`src/syn_config.svh`:
```
`ifndef SYN_CONFIG_SVH
`define SYN_CONFIG_SVH

// BCH (255,239) syndrome settings, GF(2^8)

`define SYN_M       8      // bits per field element
`define SYN_BEAT_W  8      // bits per input beat
`define SYN_BEATS   32     // beats per 256-bit frame
`define SYN_POLY    'h11D  // x^8+x^4+x^3+x^2+1

`endif

```
`src/syn_pkg.sv`:
```
`include "syn_config.svh"

package syn_pkg;

    typedef logic [`SYN_M-1:0] gf_elem_t;
    typedef logic [`SYN_BEAT_W-1:0] beat_t;                  // msb arrives first
    typedef logic [$clog2(`SYN_BEATS+1)-1:0] beat_cnt_t;    // holds 0..SYN_BEATS

    // multiply by alpha, reduce by the field polynomial
    function automatic gf_elem_t gf_xtime(input gf_elem_t a);
        gf_elem_t r;
        r = {a[`SYN_M-2:0], 1'b0};
        if (a[`SYN_M-1]) begin
            r = r ^ gf_elem_t'(`SYN_POLY);    // x^8 term drops out
        end
        return r;
    endfunction

    // shift-and-add product modulo SYN_POLY
    function automatic gf_elem_t gf_mul(input gf_elem_t a, input gf_elem_t b);
        gf_elem_t acc;
        gf_elem_t sh;
        acc = '0;
        sh = a;
        for (int i = 0; i < `SYN_M; i++) begin
            if (b[i]) begin
                acc = acc ^ sh;
            end
            sh = gf_xtime(sh);
        end
        return acc;
    endfunction

    function automatic gf_elem_t gf_sq(input gf_elem_t a);
        return gf_mul(a, a);
    endfunction

    // alpha^e, exponent folded into the multiplicative group order
    function automatic gf_elem_t gf_alpha_pow(input int unsigned e);
        gf_elem_t r;
        int unsigned n;
        r = gf_elem_t'(1);
        n = e % ((1 << `SYN_M) - 1);
        for (int unsigned k = 0; k < n; k++) begin
            r = gf_xtime(r);
        end
        return r;
    endfunction

endpackage

```
`src/syn_even_sq.sv`:
```
`include "syn_config.svh"

module syn_even_sq (
    input  logic              i_clk,
    input  logic              i_rst_n,
    input  syn_pkg::gf_elem_t i_s1,
    output syn_pkg::gf_elem_t o_s2,
    output syn_pkg::gf_elem_t o_s4
);

    syn_pkg::gf_elem_t s2_q;
    syn_pkg::gf_elem_t s4_q;
    syn_pkg::gf_elem_t s2_d;
    syn_pkg::gf_elem_t s4_d;

    // binary code, so S2 = S1^2 and S4 = S2^2
    assign s2_d = syn_pkg::gf_sq(i_s1);
    assign s4_d = syn_pkg::gf_sq(s2_q);

    always_ff @(posedge i_clk) begin
        if (!i_rst_n) begin
            s2_q <= '0;
            s4_q <= '0;
        end else begin
            s2_q <= s2_d;     // free running, tracks S1
            s4_q <= s4_d;     // one stage behind S2
        end
    end

    assign o_s2 = s2_q;
    assign o_s4 = s4_q;

    a_s2_square: assert property (
        @(posedge i_clk) disable iff (!i_rst_n)
        $past(i_rst_n) |-> (s2_q == syn_pkg::gf_sq($past(i_s1)))
    ) else $error("S2 is not the square of the previous S1");

endmodule

```
`src/syn_frame_ctrl.sv`:
```
`include "syn_config.svh"

module syn_frame_ctrl (
    input  logic i_clk,
    input  logic i_rst_n,
    input  logic i_clear,
    input  logic i_valid,
    output logic o_ready,
    output logic o_take,
    output logic o_clear,
    output logic o_odd_valid,
    output logic o_all_valid
);

    localparam syn_pkg::beat_cnt_t FRAME_BEATS = syn_pkg::beat_cnt_t'(`SYN_BEATS);

    syn_pkg::beat_cnt_t cnt_q;      // beats taken in current frame
    logic               full;
    logic [1:0]         done_dly_q; // matches the two squaring stages

    assign full        = (cnt_q == FRAME_BEATS);
    assign o_ready     = (cnt_q < FRAME_BEATS);
    assign o_take      = i_valid && o_ready && !i_clear; // clear wins
    assign o_clear     = i_clear;
    assign o_odd_valid = full;          // S1/S3 settle with the last take
    assign o_all_valid = done_dly_q[1];

    always_ff @(posedge i_clk) begin
        if (!i_rst_n) begin
            cnt_q <= '0;
        end else if (i_clear) begin
            cnt_q <= '0;
        end else if (o_take) begin
            cnt_q <= cnt_q + 1'b1;
        end
    end

    // S2 needs one more cycle after S1, S4 one more after S2
    always_ff @(posedge i_clk) begin
        if (!i_rst_n) begin
            done_dly_q <= '0;
        end else if (i_clear) begin
            done_dly_q <= '0;
        end else begin
            done_dly_q <= {done_dly_q[0], full};
        end
    end

    a_cnt_range: assert property (
        @(posedge i_clk) disable iff (!i_rst_n)
        cnt_q <= FRAME_BEATS
    ) else $error("beat counter past frame length");

    // the last beat of a frame closes the input on the next cycle
    a_take_ready: assert property (
        @(posedge i_clk) disable iff (!i_rst_n)
        (o_take && (cnt_q == (FRAME_BEATS - 1'b1))) |=> (!o_ready && !o_take)
    ) else $error("beat taken after the frame was full");

    // all-valid comes two cycles after odd-valid and drops with it
    a_all_odd: assert property (
        @(posedge i_clk) disable iff (!i_rst_n)
        o_all_valid |-> (o_odd_valid && $past(o_odd_valid, 2))
    ) else $error("all_valid without odd_valid");

endmodule

```
`src/syn_odd_acc.sv`:
```
`include "syn_config.svh"

module syn_odd_acc #(
    parameter int unsigned SYN_INDEX = 1    // odd syndrome index j
) (
    input  logic              i_clk,
    input  logic              i_rst_n,
    input  logic              i_clear,
    input  logic              i_take,
    input  syn_pkg::beat_t    i_data,
    output syn_pkg::gf_elem_t o_syn
);

    typedef syn_pkg::gf_elem_t [`SYN_BEAT_W-1:0] bit_pow_t;

    // alpha^(j*b) for each bit position, bit 0 is lowest degree
    function automatic bit_pow_t bit_pow_table();
        bit_pow_t t;
        for (int b = 0; b < `SYN_BEAT_W; b++) begin
            t[b] = syn_pkg::gf_alpha_pow(SYN_INDEX * b);
        end
        return t;
    endfunction

    localparam syn_pkg::gf_elem_t STEP    = syn_pkg::gf_alpha_pow(`SYN_BEAT_W * SYN_INDEX);
    localparam bit_pow_t          BIT_POW = bit_pow_table();

    syn_pkg::gf_elem_t syn_q;
    syn_pkg::gf_elem_t beat_sum;    // current beat evaluated at alpha^j
    syn_pkg::gf_elem_t horner;

    always_comb begin
        beat_sum = '0;
        for (int b = 0; b < `SYN_BEAT_W; b++) begin
            if (i_data[b]) begin
                beat_sum = beat_sum ^ BIT_POW[b];
            end
        end
    end

    // shift the partial result up by one beat, then add the new beat
    assign horner = syn_pkg::gf_mul(syn_q, STEP) ^ beat_sum;

    always_ff @(posedge i_clk) begin
        if (!i_rst_n) begin
            syn_q <= '0;
        end else if (i_clear) begin
            syn_q <= '0;
        end else if (i_take) begin
            syn_q <= horner;
        end
    end

    assign o_syn = syn_q;

    a_hold: assert property (
        @(posedge i_clk) disable iff (!i_rst_n)
        (!i_take && !i_clear) |=> $stable(syn_q)
    ) else $error("syndrome S%0d moved without a take", SYN_INDEX);

endmodule

```
`src/syndrome_top.sv`:
```
`include "syn_config.svh"

module syndrome_top (
    input  logic              i_clk,
    input  logic              i_rst_n,
    input  logic              i_clear,
    input  logic              i_valid,
    input  syn_pkg::beat_t    i_data,
    output logic              o_ready,
    output syn_pkg::gf_elem_t o_s1,
    output syn_pkg::gf_elem_t o_s2,
    output syn_pkg::gf_elem_t o_s3,
    output syn_pkg::gf_elem_t o_s4,
    output logic              o_odd_valid,
    output logic              o_all_valid
);

    logic take;         // beat accepted this cycle
    logic clear;

    syn_frame_ctrl u_ctrl (
        .i_clk       (i_clk),
        .i_rst_n     (i_rst_n),
        .i_clear     (i_clear),
        .i_valid     (i_valid),
        .o_ready     (o_ready),
        .o_take      (take),
        .o_clear     (clear),
        .o_odd_valid (o_odd_valid),
        .o_all_valid (o_all_valid)
    );

    syn_odd_acc #(
        .SYN_INDEX (1)
    ) u_s1 (
        .i_clk   (i_clk),
        .i_rst_n (i_rst_n),
        .i_clear (clear),
        .i_take  (take),
        .i_data  (i_data),
        .o_syn   (o_s1)
    );

    syn_odd_acc #(
        .SYN_INDEX (3)
    ) u_s3 (
        .i_clk   (i_clk),
        .i_rst_n (i_rst_n),
        .i_clear (clear),
        .i_take  (take),
        .i_data  (i_data),
        .o_syn   (o_s3)
    );

    // even syndromes follow S1 with no clear of their own
    syn_even_sq u_even (
        .i_clk   (i_clk),
        .i_rst_n (i_rst_n),
        .i_s1    (o_s1),
        .o_s2    (o_s2),
        .o_s4    (o_s4)
    );

endmodule

```
`config.mk`:
```
export PLATFORM = sky130hd
export DESIGN_NAME = syndrome_top
export DESIGN_NICKNAME = d
export VERILOG_FILES = /design/src/syn_pkg.sv /design/src/syn_even_sq.sv /design/src/syn_frame_ctrl.sv /design/src/syn_odd_acc.sv /design/src/syndrome_top.sv
export VERILOG_INCLUDE_DIRS = /design/src
export SDC_FILE = /design/constraint.sdc
export NUM_CORES = 1
export LEC_CHECK = 0
export BUFFER_PORTS_ARGS = -buffer_cell sky130_fd_sc_hd__buf_4
export CORE_MARGIN = 2
export CORE_UTILIZATION = 40
export CTS_BUF_LIST = sky130_fd_sc_hd__clkbuf_16
export DETAILED_ROUTE_END_ITERATION = 16
export GPL_ROUTABILITY_DRIVEN = 0
export SLEW_MARGIN = 40
export SYNTH_ARGS = -nofsm -noshare
export SYNTH_HDL_FRONTEND = slang
export SYNTH_SLANG_ARGS = --single-unit
export TNS_END_PERCENT = 20
```
`constraint.sdc`:
```
create_clock -name i_clk -period 3.4 [get_ports i_clk]
set_input_delay 0.51 -clock i_clk [delete_from_list [all_inputs] [get_ports i_clk]]
set_output_delay 0.51 -clock i_clk [all_outputs]
set_load 0.01 [all_outputs]
```
==> impl_metrics.yaml, run 1 <==
outcome:
  status: "completed"
routing:
  drtIter0Drc: 68
  firstDrtPassIters: 6
  post_drt_via_cell_ratio: 4.80
  drt_drc_violations_left: 0
  num_vias: 2269
  wl_um: 5910
  postRouteAntennaNets: 0
  routedWlPerCell_um: 12.5
global_routing:
  grt_pass1_wl_um: 9760
  antenna_found_initial: 0
  grt_pass1_vias: 2101
  grt_usage: 0.159
  overflow: 0
  grt_max_degree: 24
timing:
  worst_pin_slew_ns: 0.737
  period_minus_slack_ns: 2.28
  final_hold_viol_count: 0
  setup-tns-final_ns: 0
  fin_skew_ns: 0.00468
  slew_violations: 0
  fmax_ghz: 0.439
  setup_viol: 0
  relSlewSlack: 0.508
  rsz0062_at_grt: "no"
  post-route-period-util: 0.670
setup_path:
  end_kind: "register"
  critPathSlowestCell: "xnor3_1"
  path_class: "reg -> reg"
  cp.arrival_ns: 2.46
  required_ns: 3.59
  path_delay_family: "XOR/XNOR gates"
  r2r_cells: 8
  crit_fanout: 18
  start_kind: "register"
  path_common_cell: "xnor2_1"
  cp_num_cells: 8
  crit_chain: "buf_4 > ha_1 > xnor2_1 > nand2_1 > xnor2_1 > xnor2_1 > xnor3_1 > and2_1"
  cpPeakStageDelay_ns: 0.40
  critPathBufInv: 1
cts:
  clkTransAtPathRegs_ns: 0.06
  htree_levels: 2
  cts_resized: 0
  cts-root-buf: "clkbuf_16"
  clock_latency_ns: 0.29
  clkSinkCount: 40
  postCtsSetupRepairBufs: 0
  cts_made_buffers: 5
  cts_tree: "yes"
  cts_buffer_depth: 2
  hold_buffers: 0
layout:
  num_antenna_cells: 0
  drive_above_1_share: 0.180
  fill_cells: 692
  final_util: 0.496
  syn_to_final_growth_pct: 19.0
  fin_nets: 394
logic_synthesis:
  synth.largest_area_cell: "dfxtp_1"
  dominantRegCellSynth: "dfxtp_1"
  synth.avg_cell_area_um2: 8.32
  ys_types: 47
  synth_seq_cells: 40
  syn-cell-area_mm2: 0.00286
  synth_edf_count: 0
  yosys_warnings: 0
  netlist_instances: 344
  async_flop_share: 0
  ys_seq_area_frac: 0.280
  synth_common_cells: "xnor2_1, nor2_1, dfxtp_1"
  syn_nets: 362
  netlist.area_leader.share: 0.280
  synth_most_common_cell: "xnor2_1"
  yosys-top-cells-area: "dfxtp_1, xnor2_1, xor2_1"
worst_hold_path:
  hold_class: "in -> reg"
  min_path_cells: 2
run:
  maxCapViolCount: 0
floorplanning:
  floorplan.initialDensity: 0.417
  die_h_um: 88.6
  fp.dieW_um: 88.6
  dieArea_mm2: 0.00785
  ios: 47
  core_mm2: 0.00687
  row_count: 30
pwr:
  power_density_mw_per_mm2: 403
  leakagePower_nw: 1.34
  ir_drop_uv: 189
place:
  io_buffers: 46
  dpl.hpwl_um: 4400
[layout by cell type, fill, tap and decap left out, types with 3 or more instances in the layout]
| cell type | instances |
|---|---|
| nand2_1 | 31 |
| inv_1 | 11 |
| nand3_1 | 4 |
| a21oi_1 | 11 |
| mux2_2 | 3 |
| nor2_1 | 46 |
| clkbuf_16 | 5 |
| a211oi_1 | 4 |
| buf_4 | 51 |
| and3_1 | 4 |
| ha_1 | 6 |
| o21ai_0 | 7 |
| mux2i_1 | 9 |
| dfxtp_1 | 40 |
| nor2b_1 | 4 |
| and2_1 | 3 |
| xnor2_1 | 70 |
| xor2_1 | 30 |
[power by group]
| group | switching [mW] | total [mW] | internal (mW) |
|---|---|---|---|
| Sequential | 0.0367 | 0.528 | 0.491 |
| Clock | 0.193 | 0.538 | 0.345 |
| Combinational | 0.145 | 0.306 | 0.161 |
[worst reg2reg max path: cells and delay by family, from the launching register on]
family,cells,cell delay (ns)
simple gates,2,0.26
fa+ha+maj,1,0.35
buf+inv,1,0.23
xor+xnor,4,1.04
flops,1,0.31
[kinds of logic after synthesis]
kind of cell             count (synthesis)  share of synthesized area
adder cells (fa/ha/maj)                  6                     0.0262
flip-flops                              40                      0.280
multiplexers                            12                     0.0433
buffers and inverters                   38                     0.0612
AND/OR/NAND/NOR                        107                      0.171
XOR/XNOR                               104                      0.333
AO/OA/AOI/OAI                           37                     0.0848
[final timing paths]
check,slack (ns),to,startpoint
worst min-delay path,0.40,u_ctrl.done_dly_q[0],i_clear
worst min register to register,0.40,u_ctrl.done_dly_q[1],u_ctrl.done_dly_q[0]
worst max-delay path,1.12,u_even.o_s2[5],u_s1.o_syn[6]
worst max register to register,1.12,u_even.o_s2[5],u_s1.o_syn[6]
[sequential cells by signal (all words and copies together) (netlist names)]
signal and cells:
u_ctrl.done_dly_q 2, u_even.o_s4 8, u_ctrl.cnt_q 6, u_even.o_s2 8, u_s1.o_syn 8, u_s3.o_syn 8
[metal layers]
layer  vias up  part of all wire  global-route usage
met1      1045              0.45               0.192
met3         7             0.046              0.0448
met2        45              0.49               0.271
li1       1172                 -                   -
met4         0             0.011              0.0510
met5         -                 0                   0
[cell type report]
class                   count  area, µm²  area share
clock buffers               5        125      0.0368
clock inverters             3       42.5      0.0125
inverters                  12       45.0      0.0132
multi-input cells         266       1890       0.555
flip-flops and latches     40        801       0.235
well taps                  96        120      0.0353
repair buffers             51        383       0.112
[stage by stage]
stage	area, µm²	setup slack, ns	instances	hold slack [ns]	power (mW)
after floorplan	2860	1.25	344	0.394	0.769
after global placement	3230	1.17	465	0.410	0.844
after detailed placement	3240	1.11	465	0.411	0.847
after CTS	3400	1.11	473	0.400	1.39
after global routing	3400	0.904	473	0.411	1.44
final	3400	1.12	473	0.405	1.37
Power figures use the tool's default switching activity.
==> run 2: changes to the inputs <==
- clock period: 3.4 -> 2.15 ns (I/O delays scaled with it)
==> impl_metrics.yaml, run 2 (synthesized netlist as in run 1, its figures left out) <==
outcome:
  status: "completed"
floorplanning:
  row_count: 30
  dieArea_mm2: 0.00785
  fp.dieW_um: 88.6
  core_mm2: 0.00687
  die_h_um: 88.6
  floorplan.initialDensity: 0.417
  ios: 47
global_routing:
  grt_pass1_wl_um: 10300
  antenna_found_initial: 0
  grt_usage: 0.166
  grt_pass1_vias: 2234
  overflow: 0
  grt_max_degree: 19
pwr:
  seq_power_share: 0.373
  power.share.clock: 0.378
  power_density_mw_per_mm2: 610
  p_comb_frac: 0.249
  p_int_mw: 1.60
  leakagePower_nw: 1.44
  ir_drop_uv: 375
  switching_share: 0.266
  p_sw_mw: 0.577
timing:
  setup-tns-final_ns: 0
  final_hold_viol_count: 0
  setup_ws_ns: 0.107
  worst_pin_slew_ns: 0.708
  period_minus_slack_ns: 2.04
  post-route-period-util: 0.950
  fin_skew_ns: 0.00373
  setup_viol: 0
  relSlewSlack: 0.528
  fmax_ghz: 0.489
  slew_violations: 0
routing:
  post_drt_via_cell_ratio: 4.69
  routedWlPerCell_um: 12.5
  drtIter0Drc: 63
  drt_drc_violations_left: 0
  num_vias: 2304
  wl_um: 6150
  firstDrtPassIters: 4
  postRouteAntennaNets: 0
setup_path:
  r2r-end: "u_even.o_s2[5]"
  ff2ff_setup_slack_ns: 0.11
  crit_fanout: 5
  r2r_cells: 7
  required_ns: 2.32
  start_kind: "register"
  cp.arrival_ns: 2.21
  r2r-start: "u_s1.o_syn[0]"
  path_class: "reg -> reg"
  end_kind: "register"
cts:
  cts_made_buffers: 5
  htree_levels: 2
  clkSinkCount: 40
  clock_latency_ns: 0.28
  cts_tree: "yes"
  postCtsSetupRepairBufs: 0
  clkTransAtPathRegs_ns: 0.06
  cts-root-buf: "clkbuf_16"
  cts_buffer_depth: 2
worst_hold_path:
  hold_start: "i_clear"
  hold_class: "in -> reg"
  whs_endpoint: "u_ctrl.done_dly_q[0]"
  min_path_cells: 2
layout:
  final_util: 0.519
  fin_nets: 412
  regArea_um2: 803
  fill_cells: 693
  multiInputGateArea_mm2: 0.00191
  syn_to_final_growth_pct: 24.5
  num_antenna_cells: 0
  drive_above_1_share: 0.228
  final_area_mm2: 0.00356
  layout_common_cells: "xnor2_1, buf_4, nor2_1, dfxtp_1, nand2_1"
place:
  io_buffers: 46
  dpl.hpwl_um: 4750
  placed_cell_area_mm2: 0.00337
  pre_cts_slack_ns: 0.0832
run:
  maxCapViolCount: 0
## run 2: cell count changes in the layout (fill, tap and decap cells not counted), sizes merged
cell / change
clkinvlp: -1
inv: +1
buf: +18
## run 2: power by group through the flow
| stage | Combinational (mW) | Sequential [mW] | Clock [mW] |
|---|---|---|---|
| detailed placement | 0.541 | 0.827 | 0 |
| global route | 0.601 | 0.816 | 0.871 |
| CTS | 0.543 | 0.811 | 0.842 |
| floorplan | 0.384 | 0.833 | 0 |
| finish | 0.541 | 0.811 | 0.823 |
| global placement | 0.535 | 0.826 | 0 |
## run 2: worst max path at each step
stage             startpoint        endpoint  slack (ns)  depth (start not counted)
2_1_floorplan  u_s1.o_syn[0]  u_even.o_s2[5]        0.09                          8
3_3_place_gp   u_s1.o_syn[0]  u_even.o_s2[6]        0.11                          6
3_5_place_dp   u_s1.o_syn[0]  u_even.o_s2[6]        0.08                          7
4_1_cts        u_s1.o_syn[0]  u_even.o_s2[6]        0.07                          7
5_1_grt        u_s1.o_syn[0]  u_even.o_s2[5]      -0.002                          7
6_report       u_s1.o_syn[0]  u_even.o_s2[5]        0.11                          7
## run 2: stage by stage
| stage | instances | hold slack [ns] | total power [mW] |
|---|---|---|---|
| final | 491 | 0.232 | 2.17 |
| after detailed placement | 483 | 0.414 | 1.37 |
| after floorplan | 344 | 0.394 | 1.22 |
| after global routing | 491 | 0.234 | 2.29 |
| after CTS | 491 | 0.231 | 2.20 |
| after global placement | 483 | 0.408 | 1.36 |
## run 2: critical path, cell delays in order, from the launching register on
cell     delay, ns
dfxtp_2       0.32
ha_1          0.41
xnor2_1       0.25
nand2_1       0.09
xnor2_1       0.18
xnor2_1       0.14
xnor3_1       0.39
and2_1        0.16
## run 2: per-layer routing
metal  GRT usage  vias to the layer above  wire length (µm)
met4      0.0386                        0                55
met1       0.196                     1045              2720
met3      0.0354                        6               229
met5           0                        -                 0
met2       0.308                       43              3140
li1            -                     1210                 -
## run 2: repair_timing
action	CTS	global route
hold buffers	0	0
resized for setup	0	6
setup endpoints to repair	0	1
## run 2: cell type report
cell class                      instances  share of cell area
Clock buffer                            5              0.0351
Inverter                               12              0.0126
Tap cell                               96              0.0337
Timing Repair Buffer                   69               0.145
Clock inverter                          3              0.0109
Multi-Input combinational cell        266               0.537
Sequential cell                        40               0.226
==> run 3: changes to the inputs <==
- PLACE_DENSITY: not set -> 0.67
==> impl_metrics.yaml, run 3 (synthesized netlist as in run 1, its figures left out) <==
setup_path:
  r2r-start: "u_s1.o_syn[0]"
  critPathSlowestCell: "ha_1"
  r2r-end: "u_even.o_s2[6]"
  ff2ff_setup_slack_ns: 0.05
  cp.arrival_ns: 2.27
  start_kind: "register"
  required_ns: 2.32
  crit_chain: "ha_1 > xor2_2 > o21ai_0 > a21oi_1 > o22ai_1 > o41ai_2 > mux2_2"
  crit_fanout: 5
  r2r_cells: 7
  end_kind: "register"
  path_class: "reg -> reg"
  cpPeakStageDelay_ns: 0.43
routing:
  postRouteAntennaNets: 0
  num_vias: 2354
  wl_um: 6350
  post_drt_via_cell_ratio: 4.81
  routedWlPerCell_um: 13.0
  firstDrtPassIters: 4
  drt_drc_violations_left: 0
  drtIter0Drc: 78
worst_hold_path:
  whs_endpoint: "u_ctrl.done_dly_q[0]"
  min_path_cells: 2
  hold_class: "in -> reg"
  hold_start: "i_clear"
layout:
  layout_common_cells: "xnor2_1, buf_4, nor2_1, dfxtp_1, nand2_1"
  fin_cells: 489
  num_antenna_cells: 0
  syn_to_final_growth_pct: 23.6
  final_area_mm2: 0.00354
  fill_cells: 643
  final_common_cell: "xnor2_1"
  fin_nets: 410
  drive_above_1_share: 0.219
global_routing:
  grt_max_degree: 28
  grt_usage: 0.168
  overflow: 0
  grt_pass1_vias: 2104
  antenna_found_initial: 0
  grt_pass1_wl_um: 10200
outcome:
  status: "completed"
timing:
  relSlewSlack: 0.586
  fmax_ghz: 0.475
  setup_ws_ns: 0.0468
  final_hold_viol_count: 0
  setup-tns-final_ns: 0
  setup_viol: 0
  slew_violations: 0
  period_minus_slack_ns: 2.10
  worst_pin_slew_ns: 0.621
  post-route-period-util: 0.978
  fin_skew_ns: 0.00399
place:
  place_inst: 481
  placed_cell_area_mm2: 0.00336
  dpl.hpwl_um: 4680
  io_buffers: 46
  pre_cts_slack_ns: 0.107
pwr:
  power_density_mw_per_mm2: 618
  leakagePower_nw: 1.43
  totalPowerFinal_mw: 2.19
  ir_drop_uv: 369
run:
  maxCapViolCount: 0
cts:
  htree_levels: 2
  cts_buffer_depth: 2
  clock_latency_ns: 0.28
  clkSinkCount: 40
  clkTransAtPathRegs_ns: 0.06
  cts-root-buf: "clkbuf_16"
  cts_tree: "yes"
  cts_made_buffers: 5
floorplanning:
  ios: 47
  row_count: 30
  floorplan.initialDensity: 0.417
  dieArea_mm2: 0.00785
  fp.dieW_um: 88.6
  core_mm2: 0.00687
  die_h_um: 88.6
run 3: cell type report:
| type | count | area (µm²) | area share |
|---|---|---|---|
| clock buffers | 5 | 125 | 0.0354 |
| clock inverters | 3 | 38.8 | 0.0110 |
| flip-flops and latches | 40 | 803 | 0.227 |
| repair buffers | 67 | 503 | 0.142 |
| inverters | 12 | 45.0 | 0.0127 |
| multi-input cells | 266 | 1900 | 0.538 |
| well taps | 96 | 120 | 0.0340 |
run 3: per-layer routing:
metal  part of all wire  track usage  wire length, µm
met4             0.0076       0.0358               48
met1               0.45        0.213             2830
met2               0.50        0.289             3180
met5                  0            0                0
met3              0.046       0.0438              292
run 3: timing repair:
action | in CTS | in global routing
hold endpoints to repair | 0 | 0
buffers inserted | 0 | 0
resized for setup | 0 | 3
endpoints found under the setup margin | 0 | 1
hold buffers | 0 | 0
run 3: worst max path at each step:
stage                   from  slack, ns        endpoint
5_1_grt        u_s1.o_syn[6]      -0.08  u_even.o_s2[6]
3_5_place_dp   u_s1.o_syn[0]       0.11  u_even.o_s2[6]
2_1_floorplan  u_s1.o_syn[0]       0.09  u_even.o_s2[5]
4_1_cts        u_s1.o_syn[0]       0.07  u_even.o_s2[6]
6_report       u_s1.o_syn[0]       0.05  u_even.o_s2[6]
3_3_place_gp   u_s1.o_syn[0]       0.13  u_even.o_s2[6]
run 3: report_power, final:
part	internal, mW	switching (mW)
logic	0.276	0.262
clock network	0.541	0.295
registers	0.777	0.0361
run 3: worst max-delay path, delay by kind of cell (launching register included):
| family | cells | cell delay (ns) |
|---|---|---|
| AOI/OAI and AO/OA | 4 | 0.61 |
| DFF | 1 | 0.32 |
| xor gates and xnor gates | 1 | 0.26 |
| adders and majority gates | 1 | 0.43 |
| muxes | 1 | 0.37 |
run 3: per-stage QoR:
step                utilization  hold slack, ns
floorplan                     -           0.394
global placement          0.489           0.401
detailed placement        0.489           0.404
CTS                       0.512           0.220
global route              0.515           0.220
finish                    0.515           0.223
